`src/common/exu_defines.svh`:
```
`ifndef EXU_DEFINES_SVH
`define EXU_DEFINES_SVH

// Datapath widths
`define EXU_XLEN            32
`define EXU_REG_AW          5

// Decode info bus from the decoder
`define EXU_DECINFO_WIDTH   8

// Field widths, used to size the group and op encodings
`define EXU_DECINFO_GRP_W   2
`define EXU_DECINFO_OP_W    4

// Field positions inside the decode info bus
`define EXU_DECINFO_GRP     1:0     // Instruction group
`define EXU_DECINFO_OP      5:2     // Operation within the group

// ALU: immediate as op2. BJP: register base (JALR)
`define EXU_DECINFO_OP2IMM  6

`define EXU_DECINFO_RSV     7       // Reserved, ignored by the EXU

`endif
```
`src/common/exu_res_pkg.sv`:
```
`default_nettype none

`include "exu_defines.svh"

package exu_res_pkg;

    typedef logic [`EXU_XLEN-1:0] res_data_t;   // Writeback value
    typedef logic [`EXU_XLEN-1:0] pc_t;         // Redirect target

    // Handshake FSM of the commit block
    typedef enum logic [1:0] {
        C_IDLE = 2'd0,   // Waiting for req
        C_EXEC = 2'd1,   // Units busy
        C_ACK  = 2'd2    // Results held until req drops
    } commit_state_e;

endpackage

`default_nettype wire

```
`src/common/exu_dec_pkg.sv`:
```
`default_nettype none

`include "exu_defines.svh"

package exu_dec_pkg;

    typedef logic [`EXU_DECINFO_WIDTH-1:0] dec_info_t;
    typedef logic [`EXU_XLEN-1:0]          xlen_t;     // Operands and immediates
    typedef logic [`EXU_REG_AW-1:0]        reg_addr_t;

    typedef enum logic [`EXU_DECINFO_GRP_W-1:0] {
        GRP_SYS = 2'd0,   // Nop only here
        GRP_ALU = 2'd1,
        GRP_BJP = 2'd2,
        GRP_RSV = 2'd3
    } disp_grp_e;

    typedef enum logic [`EXU_DECINFO_OP_W-1:0] {
        ADD   = 4'd0,
        SUB   = 4'd1,
        SLL   = 4'd2,
        SLT   = 4'd3,
        SLTU  = 4'd4,
        XOR   = 4'd5,
        SRL   = 4'd6,
        SRA   = 4'd7,
        OR    = 4'd8,
        AND   = 4'd9,
        LUI   = 4'd10,
        AUIPC = 4'd11
    } alu_op_e;

    // JALR is JAL with the OP2IMM flag set
    typedef enum logic [`EXU_DECINFO_OP_W-1:0] {
        JAL  = 4'd0,
        BEQ  = 4'd1,
        BNE  = 4'd2,
        BLT  = 4'd3,
        BGE  = 4'd4,
        BLTU = 4'd5,
        BGEU = 4'd6
    } bjp_op_e;

endpackage

`default_nettype wire

```
`src/common/exu_req_ifs.sv`:
```
`timescale 1ns/1ps
`default_nettype none

interface alu_req_if import exu_dec_pkg::*; ();

    logic    start;  // One-cycle pulse
    xlen_t   op1;
    xlen_t   op2;
    alu_op_e op;

    modport disp (output start, output op1, output op2, output op);
    modport unit (input start, input op1, input op2, input op);

endinterface

interface bjp_req_if import exu_dec_pkg::*; ();

    logic    start;   // One-cycle pulse
    xlen_t   cmp_a;   // Branch compare operands
    xlen_t   cmp_b;
    xlen_t   base;    // PC, or rs1 for JALR
    xlen_t   offset;
    bjp_op_e op;

    modport disp (output start, output cmp_a, output cmp_b,
                  output base, output offset, output op);
    modport unit (input start, input cmp_a, input cmp_b,
                  input base, input offset, input op);

endinterface

`default_nettype wire

```
`src/exu/exu_top.sv`:
```
`timescale 1ns/1ps
`default_nettype none

module exu_top import exu_dec_pkg::*; import exu_res_pkg::*; (
    input  wire        clk,
    input  wire        rst_n_i,
    input  wire        req_i,
    input  dec_info_t  dec_info_i,
    input  xlen_t      dec_imm_i,
    input  xlen_t      dec_pc_i,
    input  xlen_t      rs1_rdata_i,
    input  xlen_t      rs2_rdata_i,
    input  reg_addr_t  rd_addr_i,
    output logic       ack_o,
    output logic       wb_en_o,
    output reg_addr_t  wb_addr_o,
    output res_data_t  wb_data_o,
    output logic       jump_o,
    output pc_t        jump_addr_o
);

    logic      issue;
    logic      alu_valid;
    res_data_t alu_data;
    logic      bjp_valid;
    logic      bjp_taken;
    pc_t       bjp_target;

    alu_req_if alu_req ();
    bjp_req_if bjp_req ();

    exu_dispatch dispatch_i (
        .clk         (clk),
        .rst_n_i     (rst_n_i),
        .issue_i     (issue),
        .dec_info_i  (dec_info_i),
        .dec_imm_i   (dec_imm_i),
        .dec_pc_i    (dec_pc_i),
        .rs1_rdata_i (rs1_rdata_i),
        .rs2_rdata_i (rs2_rdata_i),
        .alu_o       (alu_req.disp),
        .bjp_o       (bjp_req.disp)
    );

    exu_alu alu_i (
        .clk     (clk),
        .rst_n_i (rst_n_i),
        .req_i   (alu_req.unit),
        .valid_o (alu_valid),
        .data_o  (alu_data)
    );

    exu_bjp bjp_i (
        .clk      (clk),
        .rst_n_i  (rst_n_i),
        .req_i    (bjp_req.unit),
        .valid_o  (bjp_valid),
        .taken_o  (bjp_taken),
        .target_o (bjp_target)
    );

    exu_commit commit_i (
        .clk          (clk),
        .rst_n_i      (rst_n_i),
        .req_i        (req_i),
        .rd_addr_i    (rd_addr_i),
        .alu_valid_i  (alu_valid),
        .alu_data_i   (alu_data),
        .bjp_valid_i  (bjp_valid),
        .bjp_taken_i  (bjp_taken),
        .bjp_target_i (bjp_target),
        .issue_o      (issue),
        .ack_o        (ack_o),
        .wb_en_o      (wb_en_o),
        .wb_addr_o    (wb_addr_o),
        .wb_data_o    (wb_data_o),
        .jump_o       (jump_o),
        .jump_addr_o  (jump_addr_o)
    );

endmodule

`default_nettype wire

```
`src/exu/exu_commit.sv`:
```
`timescale 1ns/1ps
`default_nettype none

module exu_commit import exu_dec_pkg::*; import exu_res_pkg::*; (
    input  wire        clk,
    input  wire        rst_n_i,
    input  wire        req_i,
    input  reg_addr_t  rd_addr_i,
    input  wire        alu_valid_i,
    input  res_data_t  alu_data_i,
    input  wire        bjp_valid_i,
    input  wire        bjp_taken_i,
    input  pc_t        bjp_target_i,
    output logic       issue_o,
    output logic       ack_o,
    output logic       wb_en_o,
    output reg_addr_t  wb_addr_o,
    output res_data_t  wb_data_o,
    output logic       jump_o,
    output pc_t        jump_addr_o
);

    commit_state_e state_q;

    always_ff @(posedge clk or negedge rst_n_i) begin
        if (!rst_n_i) begin
            state_q     <= C_IDLE;
            issue_o     <= 1'b0;
            ack_o       <= 1'b0;
            wb_en_o     <= 1'b0;
            wb_addr_o   <= '0;
            wb_data_o   <= '0;
            jump_o      <= 1'b0;
            jump_addr_o <= '0;
        end else begin
            issue_o <= (state_q == C_IDLE) && req_i;   // Single pulse per request
            case (state_q)
                C_IDLE: begin
                    if (req_i) begin
                        state_q <= C_EXEC;
                    end
                end
                C_EXEC: begin
                    // First EXEC cycle is the issue, results arrive on the second
                    if (!issue_o) begin
                        ack_o       <= 1'b1;
                        wb_en_o     <= alu_valid_i && (rd_addr_i != '0);  // x0 is never written
                        wb_addr_o   <= rd_addr_i;
                        wb_data_o   <= alu_data_i;
                        jump_o      <= bjp_valid_i && bjp_taken_i;
                        jump_addr_o <= bjp_target_i;
                        state_q     <= C_ACK;
                    end
                end
                C_ACK: begin
                    if (!req_i) begin
                        ack_o   <= 1'b0;
                        wb_en_o <= 1'b0;
                        jump_o  <= 1'b0;
                        state_q <= C_IDLE;
                    end
                end
                default: state_q <= C_IDLE;
            endcase
        end
    end

endmodule

`default_nettype wire

```
`src/exu/exu_bjp.sv`:
```
`timescale 1ns/1ps
`default_nettype none

module exu_bjp import exu_dec_pkg::*; import exu_res_pkg::*; (
    input  wire        clk,
    input  wire        rst_n_i,
    bjp_req_if.unit    req_i,
    output logic       valid_o,
    output logic       taken_o,
    output pc_t        target_o
);

    logic taken_d;
    pc_t  target_d;

    always_comb begin
        case (req_i.op)
            JAL:     taken_d = 1'b1;   // JAL and JALR
            BEQ:     taken_d = (req_i.cmp_a == req_i.cmp_b);
            BNE:     taken_d = (req_i.cmp_a != req_i.cmp_b);
            BLT:     taken_d = ($signed(req_i.cmp_a) < $signed(req_i.cmp_b));
            BGE:     taken_d = ($signed(req_i.cmp_a) >= $signed(req_i.cmp_b));
            BLTU:    taken_d = (req_i.cmp_a < req_i.cmp_b);
            BGEU:    taken_d = (req_i.cmp_a >= req_i.cmp_b);
            default: taken_d = 1'b0;
        endcase
    end

    // JALR needs bit 0 cleared, harmless for the others
    assign target_d = (req_i.base + req_i.offset) & ~pc_t'(1);

    always_ff @(posedge clk or negedge rst_n_i) begin
        if (!rst_n_i) begin
            valid_o <= 1'b0;
        end else begin
            valid_o <= req_i.start;
        end
    end

    always_ff @(posedge clk) begin
        if (req_i.start) begin
            taken_o  <= taken_d;
            target_o <= target_d;
        end
    end

endmodule

`default_nettype wire

```
`src/exu/exu_alu.sv`:
```
`timescale 1ns/1ps
`default_nettype none

module exu_alu import exu_dec_pkg::*; import exu_res_pkg::*; (
    input  wire        clk,
    input  wire        rst_n_i,
    alu_req_if.unit    req_i,
    output logic       valid_o,
    output res_data_t  data_o
);

    logic [4:0] shamt;
    res_data_t  result;

    assign shamt = req_i.op2[4:0];   // RV32 shift amount

    always_comb begin
        case (req_i.op)
            ADD, LUI, AUIPC: result = req_i.op1 + req_i.op2;   // Operands picked by dispatch
            SUB:             result = req_i.op1 - req_i.op2;
            SLL:             result = req_i.op1 << shamt;
            SLT:             result = res_data_t'($signed(req_i.op1) < $signed(req_i.op2));
            SLTU:            result = res_data_t'(req_i.op1 < req_i.op2);
            XOR:             result = req_i.op1 ^ req_i.op2;
            SRL:             result = req_i.op1 >> shamt;
            SRA:             result = res_data_t'($signed(req_i.op1) >>> shamt);
            OR:              result = req_i.op1 | req_i.op2;
            AND:             result = req_i.op1 & req_i.op2;
            default:         result = '0;
        endcase
    end

    always_ff @(posedge clk or negedge rst_n_i) begin
        if (!rst_n_i) begin
            valid_o <= 1'b0;
        end else begin
            valid_o <= req_i.start;
        end
    end

    always_ff @(posedge clk) begin
        if (req_i.start) begin
            data_o <= result;
        end
    end

endmodule

`default_nettype wire

```
`src/exu/exu_dispatch.sv`:
```
`timescale 1ns/1ps
`default_nettype none

`include "exu_defines.svh"

module exu_dispatch import exu_dec_pkg::*; (
    input  wire        clk,
    input  wire        rst_n_i,
    input  wire        issue_i,
    input  dec_info_t  dec_info_i,
    input  xlen_t      dec_imm_i,
    input  xlen_t      dec_pc_i,
    input  xlen_t      rs1_rdata_i,
    input  xlen_t      rs2_rdata_i,
    alu_req_if.disp    alu_o,
    bjp_req_if.disp    bjp_o
);

    disp_grp_e grp;
    alu_op_e   alu_op;
    bjp_op_e   bjp_op;
    logic      op2imm;
    logic      sel_alu;
    logic      sel_bjp;
    logic      bjp_jump;
    xlen_t     alu_op1_d;
    xlen_t     alu_op2_d;

    logic      alu_sel_q;
    logic      bjp_sel_q;
    xlen_t     alu_op1_q;
    xlen_t     alu_op2_q;
    alu_op_e   alu_op_q;
    xlen_t     cmp_a_q;
    xlen_t     cmp_b_q;
    xlen_t     base_q;
    xlen_t     offset_q;
    bjp_op_e   bjp_op_q;

    assign grp      = disp_grp_e'(dec_info_i[`EXU_DECINFO_GRP]);
    assign alu_op   = alu_op_e'(dec_info_i[`EXU_DECINFO_OP]);
    assign bjp_op   = bjp_op_e'(dec_info_i[`EXU_DECINFO_OP]);
    assign op2imm   = dec_info_i[`EXU_DECINFO_OP2IMM];
    assign sel_alu  = (grp == GRP_ALU);
    assign sel_bjp  = (grp == GRP_BJP);
    assign bjp_jump = sel_bjp && (bjp_op == JAL);   // JAL and JALR need the link value

    always_comb begin
        if (bjp_jump || (sel_alu && alu_op == AUIPC)) begin
            alu_op1_d = dec_pc_i;
        end else if (sel_alu && alu_op != LUI) begin
            alu_op1_d = rs1_rdata_i;
        end else begin
            alu_op1_d = '0;   // LUI or ALU unused
        end
    end

    assign alu_op2_d = bjp_jump ? xlen_t'(4) :
                       !sel_alu ? '0 :
                       op2imm   ? dec_imm_i : rs2_rdata_i;

    // Unit select flags
    always_ff @(posedge clk or negedge rst_n_i) begin
        if (!rst_n_i) begin
            alu_sel_q <= 1'b0;
            bjp_sel_q <= 1'b0;
        end else begin
            alu_sel_q <= sel_alu || bjp_jump;
            bjp_sel_q <= sel_bjp;
        end
    end

    // Operand stage, inputs are held stable for the whole request
    always_ff @(posedge clk) begin
        alu_op1_q <= alu_op1_d;
        alu_op2_q <= alu_op2_d;
        alu_op_q  <= sel_alu ? alu_op : ADD;  // Link is PC + 4
        cmp_a_q   <= sel_bjp ? rs1_rdata_i : '0;
        cmp_b_q   <= sel_bjp ? rs2_rdata_i : '0;
        base_q    <= !sel_bjp ? '0 : op2imm ? rs1_rdata_i : dec_pc_i;
        offset_q  <= sel_bjp ? dec_imm_i : '0;
        bjp_op_q  <= bjp_op;
    end

    assign alu_o.start  = issue_i && alu_sel_q;
    assign alu_o.op1    = alu_op1_q;
    assign alu_o.op2    = alu_op2_q;
    assign alu_o.op     = alu_op_q;

    assign bjp_o.start  = issue_i && bjp_sel_q;
    assign bjp_o.cmp_a  = cmp_a_q;
    assign bjp_o.cmp_b  = cmp_b_q;
    assign bjp_o.base   = base_q;
    assign bjp_o.offset = offset_q;
    assign bjp_o.op     = bjp_op_q;

endmodule

`default_nettype wire

```
`config.mk`:
```
export PLATFORM = sky130hd
export DESIGN_NAME = exu_top
export DESIGN_NICKNAME = d
export VERILOG_FILES = /design/src/common/exu_res_pkg.sv /design/src/common/exu_dec_pkg.sv /design/src/common/exu_req_ifs.sv /design/src/exu/exu_top.sv /design/src/exu/exu_commit.sv /design/src/exu/exu_bjp.sv /design/src/exu/exu_alu.sv /design/src/exu/exu_dispatch.sv
export VERILOG_INCLUDE_DIRS = /design/src /design/src/common
export SDC_FILE = /design/constraint.sdc
export NUM_CORES = 1
export LEC_CHECK = 0
export BUFFER_PORTS_ARGS = -buffer_cell sky130_fd_sc_hd__buf_2
export CORE_ASPECT_RATIO = 1.1
export CORE_UTILIZATION = 60
export CTS_CLUSTER_SIZE = 10
export DETAILED_ROUTE_END_ITERATION = 8
export HOLD_SLACK_MARGIN = 0.1
export MAX_ROUTING_LAYER = met4
export PLACE_DENSITY = 0.8
export RECOVER_POWER = 100
export SYNTH_ARGS = -nofsm -noshare
export SYNTH_HDL_FRONTEND = slang
export SYNTH_SLANG_ARGS = --single-unit
```
`constraint.sdc`:
```
create_clock -name clk -period 7.4 [get_ports clk]
set_clock_uncertainty 0.2 [all_clocks]
set_input_delay 0.37 -clock clk [delete_from_list [all_inputs] [get_ports clk]]
set_output_delay 0.37 -clock clk [all_outputs]
set_load 0.02 [all_outputs]
```
Yosys cells after proc, flatten, opt, wreduce, memory -nomap -nowiden
Cells that the tools add are included.

Output and inout port bits: 72. Register bits after elaboration: 342. Word-level logic and storage cells: 108.

Shift-type cells: 3. Multiplexer cells: 18. Add/sub/neg operators: 3. Bitwise operators: 5. Magnitude comparators: 6. Reductions and logical operators: 21. Equal/unequal tests: 28.

Operators by type and width (count): case mux 32 bit (10 select lines) (1); less-than comparator 32 bit (4); 2-to-1 mux 32 bit (4); adder 32 bit (2); >= comparator 32 bit (2); bitwise AND 32 bit (1); == test 32 bit (1); != test 32 bit (1); OR 32 bit (1); << shifter 32 x 5 -> 32 bit (1); >> shifter 32 x 5 -> 32 bit (1); >>> shifter 32 x 5 -> 32 bit (1); subtractor 32 bit (1); bitwise XOR 32 bit (1); == test 4 x 3 -> 1 bit, second input constant (7); == test 4 bit, second input constant (5); == test 4 x 2 -> 1 bit, second input constant (4); logical NOT 4 bit (3); == test 4 x 1 -> 1 bit, second input constant (2); logical AND 1 bit (8); case mux 1 bit (7 select lines) (1); 2-to-1 mux 2 bit (3); != test 2 bit, second input constant (3); case mux 1 bit (2 select lines) (3); other kinds (15) (23).

Logic depth before layout (Yosys ltp)
Depth in word-level cells: 4. Gate-level depth with buffers: 16. Gate-level depth less buffers: 12.

By module
From an unflattened synthesis, not the netlist that was laid out.

Cells, all modules: 2414. Area total of the unflattened synthesis: 22643.0 µm².

Modules (own cells, without submodules): exu_alu (cells each 1321, times used 1, area each 9839.4 µm²); exu_dispatch (cells each 541, times used 1, area each 6510.0 µm²); exu_bjp (cells each 385, times used 1, area each 3455.8 µm²); exu_commit (cells each 167, times used 1, area each 2837.7 µm²).

Worst setup path before layout
OpenSTA, ideal clock, no wires.

Path kind: register to register. Start point: register dispatch_i.alu_op2_q[2] (netlist: dispatch_i.alu_o.op2[2]). End point: register alu_i.data_o[0] (data pin). Setup time: 261 ps. Required time: 6939 ps. Path slack: 3049 ps. Buffers on the path: 5. Data arrival time: 3890 ps. Cell stages (with the launch flop): 17. Period minus slack after synthesis: 4351 ps. Path through: dfxtp_1 > inv_1 > buf_2 > buf_2 > buf_2 > clkbuf_1 > ha_1 > buf_6 > o21ba_1 > or4_4 > a211o_1 > a2111o_1 > a31oi_2 > o21ai_2 > nor2_1 > o21ai_1 > a221o_1.

Longest elaborated chain between the ends: 2. Elaborated cells between the ends (all ways): 6. Classes of those cells: 2 x order compare; 3 x shift; 1 x mux.

RTL lines: start, declared (line exu_dispatch.sv:32) `xlen_t alu_op2_q;`; start signal, assigned (line exu_dispatch.sv:76) `alu_op2_q <= alu_op2_d;`; less-than comparator 32 bit, or another cell as far along (line exu_alu.sv:23) `SLTU: result = res_data_t'(req_i.op1 < req_i.op2);`; case mux 32 bit (10 select lines) (*) (line exu_alu.sv:18) `case (req_i.op)`; via alu_i.result[0] (line exu_alu.sv:13) `res_data_t result;`; end signal, assigned (line exu_alu.sv:43) `data_o <= result;`; end, declared (line exu_alu.sv:9) `output res_data_t data_o`.

The timed path passes the listed nets; every way through them passes the cells marked *. A chain may end at the register's enable or synchronous reset.

Final worst setup path
Start point: register dispatch_i.alu_op2_q[0] (netlist: dispatch_i.alu_o.op2[0]). End point: register alu_i.data_o[27] (data pin).

Longest elaborated chain between the ends: 2. Elaborated cells between the ends (all ways): 6. Classes of those cells: 2 x add/sub; 3 x shift; 1 x mux.

RTL lines: subtractor 32 bit, or another cell as far along (line exu_alu.sv:20) `SUB: result = req_i.op1 - req_i.op2;`; case mux 32 bit (10 select lines) (*) (line exu_alu.sv:18); via alu_i.result[27] (line exu_alu.sv:13).

Marked as above.

==> out/qor.log <==
INFO  run_status     run_status=complete, but fails checks
INFO  run_status     failed_checks=capacitance limit, slew limit
INFO  sta            report.final.setup_viol=0
INFO  finish         final_layout_size_suffix_gt1_share=12.03%
INFO  global_route   grt_util_all_layers=46.02%
INFO  clock_tree     postCtsSetupRepairBufs=0
INFO  synthesis      synthesis.instances=2379
INFO  clock_tree     path_clk_slew=0.06ns
INFO  global_route   grt_max_degree=98
INFO  finish         instances_no_fill=3179
INFO  pwr            power.leakage=0.01068uW
INFO  floorplanning  die_width=183.4um
INFO  placed_design  placement.cell_area=23030um^2
INFO  detailed_routing vias_per_cell=6.728
INFO  clock_tree     htree_levels=2
INFO  detailed_routing wl=83050um
INFO  flow_run       timing.max_cap.violations=9
INFO  synthesis      async_s_r_ff_share_synth=22.81%
INFO  synthesis      syn_area=21720um^2
INFO  worst_setup_path critical_path.max_fanout=46
INFO  worst_setup_path crit_path_end_kind=flop
INFO  synthesis      synth-seq-area-share=36.27%
INFO  finish         post-route-util=72.10%
INFO  detailed_routing detail_route.first_pass.iterations=6
INFO  finish         layout.cells.most_common_list=sky130_fd_sc_hd__nor2_1 (217), sky130_fd_sc_hd__dfxtp_1 (197), sky130_fd_sc_hd__a21oi_1 (162), sky130_fd_sc_hd__ha_1 (160), sky130_fd_sc_hd__nand2_1 (156)
INFO  detailed_routing drc=0
INFO  worst_setup_path r2r_start=dispatch_i.alu_o.op2[0]
INFO  floorplanning  floorplan.initialDensity=61.35%
INFO  global_route   vias_in_the_first_global_route=21540
INFO  pwr            worst_ir_drop_vdd=388.1uV
INFO  placed_design  port_buffers=213
INFO  sta            clock.fmax=0.1721GHz
INFO  global_route   grt_pass1_wl=126200um
INFO  worst_setup_path critPathRequiredTime=7.51ns
INFO  worst_hold_path timing.hold.worst_path_depth=1
INFO  placed_design  gp_routability_congestion=1.034
INFO  worst_hold_path min_from=alu_i.data_o[2]
INFO  clock_tree     clockRootBuffer=sky130_fd_sc_hd__clkbuf_16
INFO  synthesis      yosys_register_bits=342
INFO  global_route   grt_util_met3=9.991%
INFO  sta            setup_total_negative_slack=0ns
INFO  synthesis      ys_dominant_reg_cell=sky130_fd_sc_hd__dfxtp_1
INFO  worst_hold_path timing.hold.worst.class=reg -> reg
INFO  worst_setup_path rr_worst_depth=11
INFO  sta            timing_max_transition_violations_final=437
INFO  floorplanning  io_pins=216
INFO  global_route   met2_usage=72.19%
INFO  floorplanning  die_y=201.5um
INFO  sta            hold_violations=0
INFO  synthesis      synth_edf_count=64
INFO  worst_setup_path crit_path_category=reg -> reg
INFO  floorplanning  row_count=72
INFO  global_route   gr_busiest_metal=met2
INFO  clock_tree     tritoncts_num_sinks=342
INFO  finish         design.final.nets=2973
INFO  worst_setup_path setup.worst_path.start_class=flop
INFO  clock_tree     cts_tree=built
INFO  detailed_routing drtIter0Drc=2462
INFO  worst_setup_path cp_data_arrival_time=5.92ns
INFO  placed_design  placed_cells=2957
INFO  synthesis      avgSynthCellArea=9.130um^2
INFO  floorplanning  dieArea=36960um^2
INFO  worst_setup_path crit_path_start=dispatch_i.alu_o.op2[0]
INFO  global_route   antenna_found_initial=4
INFO  finish         final_common_cell=sky130_fd_sc_hd__nor2_1
INFO  sta            timing.max_slew.rel_slack=-199.8%
INFO  floorplanning  coreArea=35400um^2
INFO  sta            finalWorstPathRequiredPeriod=5.811ns
INFO  sta            unrepaired_setup_endpoints_after_global_routing=false
INFO  global_route   total_gr_overflow=0
INFO  synthesis      yosys_warnings=0
INFO  pwr            power_density=234.1nW/um^2
INFO  detailed_routing wl_per_cell=26.12um
INFO  detailed_routing via_count=21390
INFO  clock_tree     postCtsHoldBufs=148
INFO  sta            max_slew.worst_pin.slew=4.497ns
INFO  global_route   gr-usage-met1=53.71%
INFO  clock_tree     clk-insertion-delay-late=0.57ns
INFO  sta            final_min_period_over_clock_period=78.53%
INFO  finish         fin_area=25530um^2
INFO  synthesis      syn_nets=2686
INFO  synthesis      synthDistinctLibCells=90
INFO  clock_tree     cts-buffers-inserted=40
INFO  clock_tree     clockBufferDepth=3
INFO  placed_design  dpl.hpwl=53010um
INFO  detailed_routing ant_nets=0
INFO  clock_tree     cts-resized-gates=0
INFO  finish         area_delta_synth_final=17.52%
## logic make-up (layout without fill, tap and decap cells)
logic type | after synthesis | in the layout | synth area share (%)
flip-flops | 342 | 342 | 36.27
multiplexers | 236 | 236 | 12.71
other | 1 | 6 | 0.01727
XOR/XNOR | 30 | 30 | 1.210
adder cells (fa/ha/maj) | 163 | 163 | 9.494
buffers and inverters | 284 | 598 | 5.185
AO/OA/AOI/OAI | 651 | 651 | 20.35
AND/OR/NAND/NOR | 672 | 672 | 14.76
## metal layers
| metal | vias to the layer above | wire, um |
|---|---|---|
| met5 | - | 0 |
| met4 | 0 | 5815 |
| met3 | 416 | 8294 |
| met2 | 1583 | 38400 |
| met1 | 10220 | 30540 |
| li1 | 9172 | - |
## Yosys cell counts, types with 12 or more instances
cell type	instances	area [um^2]
sky130_fd_sc_hd__nor2_1	217	814.5
sky130_fd_sc_hd__dfxtp_1	200	4004
sky130_fd_sc_hd__a21oi_1	163	815.8
sky130_fd_sc_hd__ha_1	160	2002
sky130_fd_sc_hd__nand2_1	156	585.6
sky130_fd_sc_hd__inv_1	140	525.5
sky130_fd_sc_hd__mux2i_1	124	1241
sky130_fd_sc_hd__and2_1	110	688.2
sky130_fd_sc_hd__o21ai_0	104	520.5
sky130_fd_sc_hd__clkbuf_1	99	371.6
sky130_fd_sc_hd__mux2_2	89	1002
sky130_fd_sc_hd__dfrtp_1	78	1952
sky130_fd_sc_hd__edfxtp_1	64	1922
sky130_fd_sc_hd__a21o_1	45	337.8
sky130_fd_sc_hd__o211ai_1	44	330.3
sky130_fd_sc_hd__nor3_1	41	205.2
sky130_fd_sc_hd__nand3_1	38	190.2
sky130_fd_sc_hd__a211oi_1	34	255.2
sky130_fd_sc_hd__a22o_1	32	280.3
sky130_fd_sc_hd__buf_2	23	115.1
sky130_fd_sc_hd__mux4_2	23	518.0
sky130_fd_sc_hd__o21bai_1	23	172.7
sky130_fd_sc_hd__o21a_1	20	150.1
sky130_fd_sc_hd__nand2b_1	19	118.9
sky130_fd_sc_hd__xnor2_1	18	157.7
sky130_fd_sc_hd__nand4_1	17	106.4
sky130_fd_sc_hd__nor2b_1	16	100.1
sky130_fd_sc_hd__o221ai_1	16	140.1
sky130_fd_sc_hd__a22oi_1	15	112.6
sky130_fd_sc_hd__and3_1	14	87.58
sky130_fd_sc_hd__o2111ai_1	13	113.9
sky130_fd_sc_hd__o21ai_1	13	65.06
sky130_fd_sc_hd__or3_1	13	81.33
sky130_fd_sc_hd__a31oi_1	12	75.07
sky130_fd_sc_hd__buf_1	12	45.04
sky130_fd_sc_hd__o31ai_1	12	90.09
sky130_fd_sc_hd__xor2_1	12	105.1
## stage by stage
stage	setup WS [ns]	hold WS [ns]	total power [uW]
3_3_place_gp	2.772	0.1072	3976
6_report	1.589	0.2602	5977
3_5_place_dp	2.744	0.1093	4030
4_1_cts	2.689	0.2013	5874
2_1_floorplan	3.049	-0.1256	3472
5_1_grt	1.338	0.2786	6170
## critical path, stage by stage (launching register included)
cell and delay (ns):
sky130_fd_sc_hd__dfxtp_2 0.67, sky130_fd_sc_hd__clkbuf_1 1.64, sky130_fd_sc_hd__ha_1 0.43, sky130_fd_sc_hd__nor2_1 0.07, sky130_fd_sc_hd__o311ai_0 0.47, sky130_fd_sc_hd__a211oi_1 0.26, sky130_fd_sc_hd__o211ai_1 0.42, sky130_fd_sc_hd__o31ai_1 0.27
sky130_fd_sc_hd__a221oi_2 0.53, sky130_fd_sc_hd__o31a_1 0.19, sky130_fd_sc_hd__o21ai_0 0.08, sky130_fd_sc_hd__a221o_1 0.32
## cell type report
| class | count | area (um^2) |
|---|---|---|
| Multi-Input combinational cell | 1753 | 12720 |
| Clock buffer | 65 | 1116 |
| Fill cell | 2437 | 9878 |
| Timing Repair Buffer | 386 | 2600 |
| Clock inverter | 4 | 57.56 |
| Sequential cell | 342 | 7884 |
| Inverter | 143 | 536.8 |
| Tap cell | 481 | 601.8 |
| Antenna cell | 5 | 12.51 |
## report_power, final
part           total, uW  leakage [uW]  switching [uW]  internal (uW)
clock network       1840      0.000560             807           1030
logic               1750       0.00695            1060            689
registers           2390       0.00317             190           2200
## flip-flops by register name, summed over array words and instances, names as in the netlist
| register | count |
|---|---|
| alu_i.data_o | 32 |
| commit_i.wb_data_o | 32 |
| dispatch_i.alu_o.op1 | 32 |
| dispatch_i.alu_o.op2 | 32 |
| dispatch_i.bjp_o.base | 32 |
| dispatch_i.bjp_o.cmp_a | 32 |
| dispatch_i.bjp_o.cmp_b | 32 |
| dispatch_i.bjp_o.offset | 32 |
| bjp_i.target_o | 31 |
| commit_i.jump_addr_o | 31 |
| commit_i.wb_addr_o | 5 |
| dispatch_i.alu_o.op | 4 |
| dispatch_i.bjp_o.op | 4 |
| commit_i.state_q | 2 |
| alu_i.valid_o | 1 |
| bjp_i.taken_o | 1 |
| bjp_i.valid_o | 1 |
| commit_i.ack_o | 1 |
| commit_i.issue_o | 1 |
| commit_i.jump_o | 1 |
| commit_i.wb_en_o | 1 |
| dispatch_i.alu_sel_q | 1 |
| dispatch_i.bjp_sel_q | 1 |
## worst paths after layout
path	end	slack (ns)
min in group asynchronous	commit_i.wb_data_o[6]	1.27
worst max-delay path	alu_i.data_o[27]	1.59
max in group asynchronous	commit_i.jump_addr_o[28]	3.23
worst min-delay path	commit_i.wb_data_o[2]	0.26
worst min register to register	commit_i.wb_data_o[2]	0.26
worst max register to register	alu_i.data_o[27]	1.59
(Power assumes the default switching activity.)
